==> config.mk <==
export PLATFORM = sky130hd
export DESIGN_NAME = uart_top
export DESIGN_NICKNAME = d
export VERILOG_FILES = /design/src/design/uart_pkg.sv /design/src/design/uart_top.sv /design/src/design/uart_tx.sv /design/src/design/uart_rx.sv /design/src/design/uart_regs.sv
export VERILOG_INCLUDE_DIRS = /design/src /design/src/design
export SDC_FILE = /design/constraint.sdc
export NUM_CORES = 1
export LEC_CHECK = 0
export BUFFER_PORTS_ARGS = -buffer_cell sky130_fd_sc_hd__buf_2
export CAP_MARGIN = 10
export CORE_ASPECT_RATIO = 1.5
export CORE_MARGIN = 3
export CORE_UTILIZATION = 32
export CTS_CLUSTER_DIAMETER = 80
export DETAILED_ROUTE_END_ITERATION = 16
export SLEW_MARGIN = 10
export SYNTH_ARGS = -nofsm -noshare
export SYNTH_HDL_FRONTEND = slang
export SYNTH_SLANG_ARGS = --single-unit
==> constraint.sdc <==
create_clock -name clk -period 2.1 [get_ports clk]
set_input_delay 0 -clock clk [delete_from_list [all_inputs] [get_ports clk]]
set_output_delay 0 -clock clk [all_outputs]
set_load 0.01 [all_outputs]
==> src/design/uart_params.svh <==
/*
 * widths, register offsets and reset value for the uart subsystem
 */
`ifndef UART_PARAMS_SVH
`define UART_PARAMS_SVH

`define UART_DIV_W      16     // bit-period divisor width
`define UART_SUM_W      32     // running byte sum width
`define UART_ADDR_W     8      // apb address width
`define UART_DATA_W     32     // apb data width
`define UART_DIV_RESET  16     // cycles per bit after reset

`define UART_REG_CTRL    8'h00  // [0] rx_en, [1] tx_en
`define UART_REG_DIV     8'h04  // cycles per bit, 0 and 1 rejected
`define UART_REG_TXDATA  8'h08  // write launches a byte
`define UART_REG_RXDATA  8'h0C  // read clears rx_full
`define UART_REG_STATUS  8'h10  // [0] tx_busy, [1] rx_full, [2] overrun (w1c)
`define UART_REG_SUM     8'h14  // any write clears

`endif
==> src/design/uart_pkg.sv <==
/*
 * uart_pkg: shared vector types, fsm state enums and the structs
 * passed between register block, receiver and transmitter
 */
`include "uart_params.svh"

package uart_pkg;

  typedef logic [7:0]              byte_t;     // one data byte
  typedef logic [`UART_DIV_W-1:0]  divisor_t;  // clock cycles per bit
  typedef logic [`UART_SUM_W-1:0]  sum_t;      // wraps mod 2^32
  typedef logic [`UART_ADDR_W-1:0] apb_addr_t;
  typedef logic [`UART_DATA_W-1:0] apb_data_t;

  typedef enum logic [1:0] {
    RX_IDLE,   // waiting for falling edge
    RX_START,  // half-bit wait, start recheck
    RX_DATA,   // 8 data bits, lsb first
    RX_STOP    // stop bit sample
  } rx_state_t;

  typedef enum logic [1:0] {
    TX_IDLE,
    TX_START,
    TX_DATA,
    TX_STOP
  } tx_state_t;

  // configuration steered from the register block
  typedef struct packed {
    logic     rx_en;
    logic     tx_en;
    divisor_t divisor;
  } uart_cfg_t;

  typedef struct packed {
    logic  valid;  // one-cycle pulse per good frame
    byte_t data;
  } rx_byte_t;

  typedef struct packed {
    logic  start;  // one-cycle launch pulse
    byte_t data;
  } tx_req_t;

endpackage

==> src/design/uart_top.sv <==
/*
 * uart_top: apb register block, 8N1 receiver and transmitter
 */
`timescale 1ns/1ps

module uart_top (
  input  logic                clk,
  input  logic                rst_n,
  input  logic                i_psel,
  input  logic                i_penable,
  input  logic                i_pwrite,
  input  uart_pkg::apb_addr_t i_paddr,
  input  uart_pkg::apb_data_t i_pwdata,
  output uart_pkg::apb_data_t o_prdata,
  input  logic                i_rx,
  output logic                o_tx
);

  uart_pkg::uart_cfg_t cfg;      // shared by rx and tx
  uart_pkg::tx_req_t   tx_req;
  uart_pkg::rx_byte_t  rx_byte;
  uart_pkg::sum_t      rx_sum;
  logic                tx_busy;
  logic                sum_clr;

  uart_regs u_regs (
    .clk       (clk),
    .rst_n     (rst_n),
    .i_psel    (i_psel),
    .i_penable (i_penable),
    .i_pwrite  (i_pwrite),
    .i_paddr   (i_paddr),
    .i_pwdata  (i_pwdata),
    .o_prdata  (o_prdata),
    .o_cfg     (cfg),
    .o_tx_req  (tx_req),
    .i_tx_busy (tx_busy),
    .i_rx_byte (rx_byte),
    .i_sum     (rx_sum),
    .o_sum_clr (sum_clr)
  );

  uart_rx u_rx (
    .clk       (clk),
    .rst_n     (rst_n),
    .i_cfg     (cfg),
    .i_rx      (i_rx),
    .i_sum_clr (sum_clr),
    .o_rx_byte (rx_byte),
    .o_sum     (rx_sum)
  );

  uart_tx u_tx (
    .clk      (clk),
    .rst_n    (rst_n),
    .i_cfg    (cfg),
    .i_tx_req (tx_req),
    .o_tx     (o_tx),
    .o_busy   (tx_busy)
  );

endmodule

==> src/design/uart_tx.sv <==
/*
 * uart_tx: 8N1 transmitter, start bit, 8 data bits lsb first, stop bit
 */
`timescale 1ns/1ps

module uart_tx (
  input  logic                clk,
  input  logic                rst_n,
  input  uart_pkg::uart_cfg_t i_cfg,
  input  uart_pkg::tx_req_t   i_tx_req,
  output logic                o_tx,
  output logic                o_busy
);

  uart_pkg::tx_state_t state;
  uart_pkg::divisor_t  div_q;    // divisor frozen for the frame
  uart_pkg::divisor_t  cnt;
  logic [2:0]          bit_idx;
  uart_pkg::byte_t     shift_q;  // next bit at [0]
  logic                tx_q;

  always_ff @(posedge clk or negedge rst_n) begin
    if (!rst_n) begin
      state   <= uart_pkg::TX_IDLE;
      cnt     <= '0;
      bit_idx <= '0;
      tx_q    <= 1'b1;  // idle line high
    end else begin
      case (state)
        uart_pkg::TX_IDLE: begin
          if (i_tx_req.start && i_cfg.tx_en) begin
            state <= uart_pkg::TX_START;
            cnt   <= i_cfg.divisor - uart_pkg::divisor_t'(1);
            tx_q  <= 1'b0;  // start bit
          end
        end
        uart_pkg::TX_START: begin
          if (cnt != '0) begin
            cnt <= cnt - uart_pkg::divisor_t'(1);
          end else begin
            state   <= uart_pkg::TX_DATA;
            cnt     <= div_q - uart_pkg::divisor_t'(1);
            bit_idx <= '0;
            tx_q    <= shift_q[0];
          end
        end
        uart_pkg::TX_DATA: begin
          if (cnt != '0) begin
            cnt <= cnt - uart_pkg::divisor_t'(1);
          end else begin
            cnt <= div_q - uart_pkg::divisor_t'(1);
            if (bit_idx == 3'd7) begin
              state <= uart_pkg::TX_STOP;
              tx_q  <= 1'b1;  // stop bit
            end else begin
              bit_idx <= bit_idx + 3'd1;
              tx_q    <= shift_q[1];
            end
          end
        end
        uart_pkg::TX_STOP: begin
          if (cnt != '0) cnt <= cnt - uart_pkg::divisor_t'(1);
          else state <= uart_pkg::TX_IDLE;  // busy drops here
        end
        default: state <= uart_pkg::TX_IDLE;
      endcase
    end
  end

  // payload path, loaded at launch and shifted per data bit
  always_ff @(posedge clk) begin
    if (state == uart_pkg::TX_IDLE && i_tx_req.start && i_cfg.tx_en) begin
      shift_q <= i_tx_req.data;
      div_q   <= i_cfg.divisor;
    end else if (state == uart_pkg::TX_DATA && cnt == '0) begin
      shift_q <= shift_q >> 1;
    end
  end

  assign o_tx   = tx_q;
  assign o_busy = (state != uart_pkg::TX_IDLE);

  // the stop bit leaves the line high on the way back to idle
  a_idle_high: assert property (@(posedge clk) disable iff (!rst_n)
    (state == uart_pkg::TX_IDLE) |-> o_tx);

endmodule

==> src/design/uart_rx.sv <==
/*
 * uart_rx 8N1 receiver with input synchronizer, mid-bit sampling,
 * lsb-first byte assembly and a running 32-bit byte sum
 */
`timescale 1ns/1ps

module uart_rx (
  input  logic                clk,
  input  logic                rst_n,
  input  uart_pkg::uart_cfg_t i_cfg,
  input  logic                i_rx,
  input  logic                i_sum_clr,
  output uart_pkg::rx_byte_t  o_rx_byte,
  output uart_pkg::sum_t      o_sum
);

  logic                rx_meta;   // first sync stage
  logic                rx_sync;   // second sync stage
  logic                rx_prev;   // for falling edge detect
  uart_pkg::rx_state_t state;
  uart_pkg::divisor_t  cnt;       // cycles left in current wait
  logic [2:0]          bit_idx;   // data bit cursor
  uart_pkg::byte_t     shift_q;   // fills from the msb downward
  logic                valid_q;
  uart_pkg::sum_t      sum_q;
  logic                stop_ok;   // stop bit sampled high

  assign stop_ok = i_cfg.rx_en && (state == uart_pkg::RX_STOP) && (cnt == '0) && rx_sync;

  // sync chain resets to the idle line level
  always_ff @(posedge clk or negedge rst_n) begin
    if (!rst_n) begin
      rx_meta <= 1'b1;
      rx_sync <= 1'b1;
      rx_prev <= 1'b1;
    end else begin
      rx_meta <= i_rx;
      rx_sync <= rx_meta;
      rx_prev <= rx_sync;
    end
  end

  always_ff @(posedge clk or negedge rst_n) begin
    if (!rst_n) begin
      state   <= uart_pkg::RX_IDLE;
      cnt     <= '0;
      bit_idx <= '0;
    end else if (!i_cfg.rx_en) begin
      state <= uart_pkg::RX_IDLE;  // park in idle while disabled
    end else begin
      case (state)
        uart_pkg::RX_IDLE: begin
          if (rx_prev && !rx_sync) begin
            state <= uart_pkg::RX_START;
            cnt   <= (i_cfg.divisor >> 1) - uart_pkg::divisor_t'(1);  // half bit
          end
        end
        uart_pkg::RX_START: begin
          if (cnt != '0) begin
            cnt <= cnt - uart_pkg::divisor_t'(1);
          end else if (rx_sync) begin
            state <= uart_pkg::RX_IDLE;  // line back high means a glitch
          end else begin
            state   <= uart_pkg::RX_DATA;
            cnt     <= i_cfg.divisor - uart_pkg::divisor_t'(1);
            bit_idx <= '0;
          end
        end
        uart_pkg::RX_DATA: begin
          if (cnt != '0) begin
            cnt <= cnt - uart_pkg::divisor_t'(1);
          end else begin
            cnt     <= i_cfg.divisor - uart_pkg::divisor_t'(1);
            bit_idx <= bit_idx + 3'd1;
            if (bit_idx == 3'd7) state <= uart_pkg::RX_STOP;
          end
        end
        uart_pkg::RX_STOP: begin
          if (cnt != '0) cnt <= cnt - uart_pkg::divisor_t'(1);
          else state <= uart_pkg::RX_IDLE;  // bad stop just drops the byte
        end
        default: state <= uart_pkg::RX_IDLE;
      endcase
    end
  end

  // payload shift register
  always_ff @(posedge clk) begin
    if (state == uart_pkg::RX_DATA && cnt == '0) shift_q <= {rx_sync, shift_q[7:1]};
  end

  always_ff @(posedge clk or negedge rst_n) begin
    if (!rst_n) begin
      valid_q <= 1'b0;
      sum_q   <= '0;
    end else begin
      valid_q <= stop_ok;
      if (i_sum_clr) sum_q <= '0;  // clear wins over a same-cycle byte
      else if (stop_ok) sum_q <= sum_q + uart_pkg::sum_t'(shift_q);
    end
  end

  assign o_rx_byte = '{valid: valid_q, data: shift_q};
  assign o_sum     = sum_q;

  // one valid pulse per received frame
  a_valid_pulse: assert property (@(posedge clk) disable iff (!rst_n)
    o_rx_byte.valid |=> !o_rx_byte.valid);

endmodule

==> src/design/uart_regs.sv <==
/*
 * uart_regs apb register block with ctrl, divisor, tx launch,
 * rx holding register, status flags and byte sum readback
 */
`timescale 1ns/1ps
`include "uart_params.svh"

module uart_regs (
  input  logic                clk,
  input  logic                rst_n,
  input  logic                i_psel,
  input  logic                i_penable,
  input  logic                i_pwrite,
  input  uart_pkg::apb_addr_t i_paddr,
  input  uart_pkg::apb_data_t i_pwdata,
  output uart_pkg::apb_data_t o_prdata,
  output uart_pkg::uart_cfg_t o_cfg,
  output uart_pkg::tx_req_t   o_tx_req,
  input  logic                i_tx_busy,
  input  uart_pkg::rx_byte_t  i_rx_byte,
  input  uart_pkg::sum_t      i_sum,
  output logic                o_sum_clr
);

  logic               wr_en;     // write access cycle
  logic               rd_en;     // read access cycle
  logic               rx_en_q;
  logic               tx_en_q;
  uart_pkg::divisor_t div_q;
  uart_pkg::divisor_t div_wr;    // divisor field of write data
  logic               div_ok;    // reject 0 and 1
  logic               launch;
  logic               start_q;
  uart_pkg::byte_t    txdata_q;
  uart_pkg::byte_t    rxdata_q;
  logic               rx_full_q;
  logic               overrun_q;

  assign wr_en  = i_psel && i_penable && i_pwrite;
  assign rd_en  = i_psel && i_penable && !i_pwrite;
  assign div_wr = i_pwdata[`UART_DIV_W-1:0];
  assign div_ok = (div_wr > uart_pkg::divisor_t'(1));

  // writes while busy or disabled are dropped
  assign launch = wr_en && (i_paddr == `UART_REG_TXDATA) && tx_en_q && !i_tx_busy;

  // config registers
  always_ff @(posedge clk or negedge rst_n) begin
    if (!rst_n) begin
      rx_en_q <= 1'b0;
      tx_en_q <= 1'b0;
      div_q   <= uart_pkg::divisor_t'(`UART_DIV_RESET);
    end else if (wr_en) begin
      if (i_paddr == `UART_REG_CTRL) begin
        rx_en_q <= i_pwdata[0];
        tx_en_q <= i_pwdata[1];
      end
      if (i_paddr == `UART_REG_DIV && div_ok) div_q <= div_wr;
    end
  end

  // launch pulse one edge after the access cycle
  always_ff @(posedge clk or negedge rst_n) begin
    if (!rst_n) start_q <= 1'b0;
    else start_q <= launch;
  end

  always_ff @(posedge clk) begin
    if (launch) txdata_q <= i_pwdata[7:0];
  end

  // rx holding register takes every new byte
  always_ff @(posedge clk) begin
    if (i_rx_byte.valid) rxdata_q <= i_rx_byte.data;
  end

  always_ff @(posedge clk or negedge rst_n) begin
    if (!rst_n) begin
      rx_full_q <= 1'b0;
      overrun_q <= 1'b0;
    end else begin
      if (i_rx_byte.valid) rx_full_q <= 1'b1;  // set beats the read clear
      else if (rd_en && i_paddr == `UART_REG_RXDATA) rx_full_q <= 1'b0;
      if (i_rx_byte.valid && rx_full_q) overrun_q <= 1'b1;
      else if (wr_en && i_paddr == `UART_REG_STATUS && i_pwdata[2]) overrun_q <= 1'b0;
    end
  end

  // sum clear lands on the edge ending the access cycle
  assign o_sum_clr = wr_en && (i_paddr == `UART_REG_SUM);

  always_comb begin
    o_prdata = '0;  // unmapped reads 0
    case (i_paddr)
      `UART_REG_CTRL:   o_prdata = uart_pkg::apb_data_t'({tx_en_q, rx_en_q});
      `UART_REG_DIV:    o_prdata = uart_pkg::apb_data_t'(div_q);
      `UART_REG_TXDATA: o_prdata = uart_pkg::apb_data_t'(txdata_q);
      `UART_REG_RXDATA: o_prdata = uart_pkg::apb_data_t'(rxdata_q);
      `UART_REG_STATUS: o_prdata = uart_pkg::apb_data_t'({overrun_q, rx_full_q, i_tx_busy});
      `UART_REG_SUM:    o_prdata = uart_pkg::apb_data_t'(i_sum);
      default:          o_prdata = '0;
    endcase
  end

  assign o_cfg    = '{rx_en: rx_en_q, tx_en: tx_en_q, divisor: div_q};
  assign o_tx_req = '{start: start_q, data: txdata_q};

  // tx must still be idle when the launch pulse rises
  a_no_start_busy: assert property (@(posedge clk) disable iff (!rst_n)
    $rose(o_tx_req.start) |-> !i_tx_busy);

  // a divisor below 2 would leave no mid-bit point
  a_div_reject: assert property (@(posedge clk) disable iff (!rst_n)
    (wr_en && i_paddr == `UART_REG_DIV && div_wr < uart_pkg::divisor_t'(2)) |=> $stable(div_q));

endmodule

Word-level counts from Yosys, hierarchy flattened:

Cells that the tools add are included.
Widths: inputs -> output; s select.

* reduce and logical (&&, ||, !) cells: 49
* equality and inequality tests: 31
* $lt $le $gt $ge: 1
* mux-type cells: 46
* add/subtract/negate cells: 8

Operators with widths (number)
* $pmux 32 s6: 1
* $mux 16: 8
* $mux 32: 2
* $pmux 16 s4: 1
* $sub 16x1->16 const B: 4
* $pmux 16 s3: 1
* $add 32x8->32: 1
* $logic_not 16->1: 2
* $reduce_bool 16->1: 2
* $mux 2: 12
* $logic_and 1x1->1: 21
* $mux 3: 6
* $eq 8x4->1 const B: 2
* $eq 8x5->1 const B: 2
* $gt 16x1->1 const B: 1
* $mux 8: 2
* $ne 2x2->1 const B: 8
* $pmux 2 s4: 2
* $sub 15x1->16 const B: 1
* $reduce_and 5->1: 3
* $reduce_bool 2->1: 7
* $ne 3x3->1 const B: 4
* $pmux 3 s2: 2
* $reduce_and 4->1: 3
* 15 further kinds: 37

* flip-flop bits (word level): 148
* logic and storage cells: 158
* input bits: 46
* output and inout bits: 33

Longest topological paths before layout:

* depth in word-level cells: 6
* depth in mapped cells: 9
* gate-level depth less buffers: 8

Cells and area by module:

A second synthesis with hierarchy kept.

* cells, all modules: 1015
* area, all modules: 9728.1 µm²

Modules (own cells, without submodules)
* uart_rx: cells an instance 523, instances 1, area each 4510.6 µm², sequential area each 1670.4 µm²
* uart_tx: cells an instance 332, instances 1, area each 3218.1 µm², sequential area each 1272.5 µm²
* uart_regs: cells an instance 160, instances 1, area each 1999.4 µm², sequential area each 1007.2 µm²

Least setup slack after synthesis:

Ideal clock, no wire load.

* path kind: register -> register
* start point: register u_rx.shift_q[0]
* end point: register u_rx.sum_q[20], in the netlist u_rx.o_sum[20]
* path slack: -0.176 ns
* path buffers: 1
* stages on the path, launching flop included: 10
* arrival: 2.144 ns
* library setup time: 0.132 ns
* clock period less this slack: 2.276 ns
* required time: 1.968 ns
* path through: edfxtp_1 > ha_1 > fa_1 > a211oi_1 > o211ai_1 > and4bb_1 > buf_6 > nand4_1 > xor2_1 > nor2_1

* longest elaborated chain between the ends: 3

RTL lines
* start: declaration: line uart_rx.sv:23 `uart_pkg::byte_t shift_q;`
* start signal: assignment: line uart_rx.sv:89 `if (state == uart_pkg::RX_DATA && cnt == '0) shift_q <= {rx_sync, shift_q[7:1]};`
* $add 32x8->32: line uart_rx.sv:99 `else if (stop_ok) sum_q <= sum_q + uart_pkg::sum_t'(shift_q);`
* $mux 32: line uart_rx.sv:99
* $mux 32: line uart_rx.sv:98 `if (i_sum_clr) sum_q <= '0;`
* end signal: assignment: line uart_rx.sv:99
* end: declaration: line uart_rx.sv:25 `uart_pkg::sum_t sum_q;`

Every way passes these cells. The select of a mux whose other input is x is not followed.
A chain may end at the register's enable or synchronous reset.

Worst setup path after layout:

* start point: register u_rx.cnt[0]
* end point: register u_rx.sum_q[16], in the netlist u_rx.o_sum[16]

* longest elaborated chain between the ends: 4

RTL lines
* start: declaration: line uart_rx.sv:21 `uart_pkg::divisor_t cnt;`
* start signal: assignment: line uart_rx.sv:55 `cnt <= (i_cfg.divisor >> 1) - uart_pkg::divisor_t'(1);`
* start signal: assignment: line uart_rx.sv:60 `cnt <= cnt - uart_pkg::divisor_t'(1);`
* start signal: assignment: line uart_rx.sv:65 `cnt <= i_cfg.divisor - uart_pkg::divisor_t'(1);`
* $logic_not 16->1: line uart_rx.sv:28 `assign stop_ok = i_cfg.rx_en && (state == uart_pkg::RX_STOP) && (cnt == '0) && rx_sync;`
* $logic_and 1x1->1 (2 in a row): line uart_rx.sv:28
* net u_rx.stop_ok: line uart_rx.sv:26 `logic stop_ok;`
* $reduce_bool 2->1 (no source line)

The timed path passes the listed nets, and every way through them passes these cells.

==> out/metrics.yaml <==
synthesis:
  yosysMostFrequentCell: "nand2_1"
  syn_inst: 943
  synthTopCellsByArea: "dfrtp_1 26%, edfxtp_1 16%, nand2_1 4.3%"
  synth_warnings: 0
  syn_nets: 1018
  synthArstFlopShare_pct: 67.6
  netlist_area_um2: 9160
  ys_seq_area_share_pct: 43.1
  yosys.area_share.simple_pct: 22.4
  synth_compound_area_share_pct: 16.4
  ys_seq_elements: 148
  netlist.area_leader.share_pct: 26.0
  synthMuxAreaShare_pct: 3.95
  yosysUniqueCellTypes: 90
  synth_common_cells: "104 x nand2_1, 95 x dfrtp_1, 57 x nor2_1, 48 x edfxtp_1"
  synth_top_cell_by_area: "dfrtp_1"
  synth_edf_count: 48
  synthXorXnorAreaFrac_pct: 6.98
  avgSynthCellArea_um2: 9.71
  yosys_most_used_dff: "dfrtp_1"
  synth_top_family_by_area: "simple AND/OR/NAND/NOR gates"
  synth_fa_ha_area_share_pct: 4.04
power_and_ir_drop:
  p_sw_share_pct: 29.5
  switchingPower_mw: 2.46
  intPower_mw: 5.89
  powerDensity_nw_per_um2: 660
  clockPowerShare_pct: 38.2
  p_leak_nw: 5.49
  comb_power_share_pct: 24.6
  vdd_ir_drop_max_mv: 0.557
  p_seq_share_pct: 37.2
  finalPower_mw: 8.35
timing:
  setup_tns_ps: -3350
  drv_slew: 0
  fin_crit_sh_pct: 111
  period_needed_ps: 2320
  worstMarginPinSlew_ps: 597
  setup_viol: 33
  rsz0062_at_grt: "true"
  postLayoutSetupSlackWorst_ps: -221
  slew_headroom_pct: 60.2
  clock.fmax_mhz: 431
  skew_ps: 12.0
  finalHoldViolCount: 0
floorplan:
  die_x_um: 144
  start_util_pct: 32.6
  io_pins: 79
  die_h_um: 213
  die_area_um2: 30700
  rows: 75
  core_area_um2: 28100
critical_path:
  worst-r2r-cell-count: 9
  worstReg2RegStart: "u_rx.cnt[0]"
  r2r_setup_slack_ps: -220
  arrival_ps: 2690
  crit_start: "u_rx.cnt[0]"
  setup.worst_path.class: "reg2reg"
  path_max_fanout: 6
  r2r_end: "u_rx.o_sum[16]"
  end_kind: "register"
  critPathLaunchType: "register"
  required_ps: 2470
  endpoint: "u_rx.o_sum[16]"
layout:
  fill_cells: 2623
  final-instance-count-excl-fill: 1553
  num_antenna_cells: 0
  nNetsFinal: 1269
  drive_above_1_share_pct: 35.7
  synthToLayoutAreaGrowth_pct: 38.3
global_route:
  grt_max_degree: 49
  grt_use_total_pct: 19.7
  antenna_found_initial: 0
  first_global_vias: 8783
  grt_first_pass_wirelength_mm: 47.3
  grt-ovfl-total: 0
status:
  violations: "negative setup slack"
  status: "complete, but fails checks"
cts:
  clkSlewWorstSetupHoldPaths_ps: 70
  clockRootBuffer: "clkbuf_16"
  clock-sinks: 148
  cts_tree: "yes"
  numCtsBuffers: 17
  cts.path.max_buffers: 2
  clock_latency_ps: 440
  htreeDepth: 4
placement:
  gp_congestion: 0.931
  dp_slack_ps: -181
  placed_cells: 1479
  dp_hpwl_mm: 22.2
  portBuffers: 62
worst_hold_path:
  hp-class: "in2async"
drt:
  vias: 8588
  drtIter0Drc: 700
  drt_wl_total_mm: 29.9
  drt_pass1_iterations: 7
  drc: 0
  vias_per_cell: 5.53
  wire_per_inst_um: 19.3
  antenna_left: 0
job:
  cap_violations: 0
## registers in the layout, summed over array words and instances (netlist names), 2 cells and up
register,cells
u_rx.o_sum,32
u_regs.div_q,16
u_rx.cnt,16
u_tx.cnt,16
u_tx.div_q,16
u_regs.rxdata_q,8
u_regs.txdata_q,8
u_rx.shift_q,8
u_tx.shift_q,8
u_rx.bit_idx,3
u_tx.bit_idx,3
u_rx.state,2
u_tx.state,2
## cells in the final DEF (no fill, tap or decap), drive strengths merged, types with 6 or more instances in the layout
| master | Yosys | final |
|---|---|---|
| o211ai | 13 | 13 |
| o21ai | 48 | 48 |
| o22ai | 9 | 9 |
| nor2 | 59 | 59 |
| nand4 | 25 | 25 |
| nand2b | 6 | 6 |
| inv | 30 | 34 |
| or3 | 7 | 7 |
| nand3 | 41 | 41 |
| xnor2 | 29 | 29 |
| edfxtp | 48 | 48 |
| and2 | 30 | 30 |
| nor4 | 22 | 22 |
| a22oi | 7 | 7 |
| ha | 28 | 28 |
| nor3b | 8 | 8 |
| mux2 | 25 | 25 |
| a31oi | 10 | 10 |
| dlygate4sd3 | 0 | 20 |
| a21o | 6 | 6 |
| and3 | 11 | 11 |
| a21oi | 43 | 43 |
| nand2 | 105 | 105 |
| a222oi | 6 | 6 |
| xor2 | 44 | 44 |
| mux2i | 8 | 8 |
| a22o | 18 | 18 |
| clkbuf | 30 | 18 |
| buf | 12 | 254 |
| dfrtp | 95 | 95 |
| nor3 | 30 | 30 |
## area by class of cell
type	count	area (um^2)	share of cell area (%)
Multi-Input combinational cell	722	5460	43.1
Clock inverter	14	176	1.39
Timing Repair Buffer	274	2090	16.5
Tap cell	346	433	3.42
Clock buffer	18	429	3.39
Inverter	31	120	0.949
Sequential cell	148	3950	31.2
## repair_timing
item                                   CTS  global route
setup buffers                           11            13
endpoints found under the hold margin  105             0
setup endpoints to repair               61            89
resized for setup                       56            87
hold buffers                            20             0
pin swaps                               18            54
## kinds of logic (layout without fill, tap and decap cells)
kind of cell,after synthesis,count (layout)
adders and majority gates,29,29
DFF,148,148
buffers and inverters,73,337
and+or+nand+nor,372,372
xor gates and xnor gates,73,73
AOI/OAI and AO/OA,215,215
muxes,33,33
## through the flow
stage,hold WS [ps],cell area (um^2),utilization (%)
finish,64.9,12700,45.1
global placement,-8.08,11100,39.5
detailed placement,-3.72,11100,39.5
global route,110,12700,45.1
CTS,87.4,12200,43.5
floorplan,-296,9200,-
## power groups by stage
stage,combinational (mW),clock (mW),sequential [mW]
CTS,1.81,3.24,3.10
floorplan,0.936,0,3.15
finish,2.06,3.19,3.11
global placement,1.65,0,3.15
global route,2.21,3.36,3.11
detailed placement,1.66,0,3.15
## critical path, stage by stage (launching register included)
cell,delay [ps]
dfrtp_1,400
inv_2,90
ha_4,130
nor4b_4,200
buf_4,200
nand4_4,190
nor2_4,170
o211ai_1,230
or4_1,500
a21oi_2,140
## per-layer routing
layer | vias to the layer above | GRT usage (%) | routed length [um]
li1 | 3995 | - | -
met5 | - | 0 | 0
met3 | 94 | 2.62 | 1160
met4 | 0 | 11.4 | 1680
met1 | 4186 | 22.2 | 11300
met2 | 313 | 35.1 | 15800
## how the worst min path moves through the flow
stage,from,end,slack [ps],cells past startpoint
4_1_cts,rst_n,u_rx.cnt[12],90,2
3_3_place_gp,rst_n,u_rx.cnt[8],-8,1
6_report,rst_n,u_rx.cnt[12],60,2
5_1_grt,rst_n,u_rx.cnt[12],110,2
2_1_floorplan,rst_n,u_regs.div_q[0],-300,0
3_5_place_dp,rst_n,u_rx.cnt[7],-4,1
No activity file was read; power rests on OpenSTA's default activity.
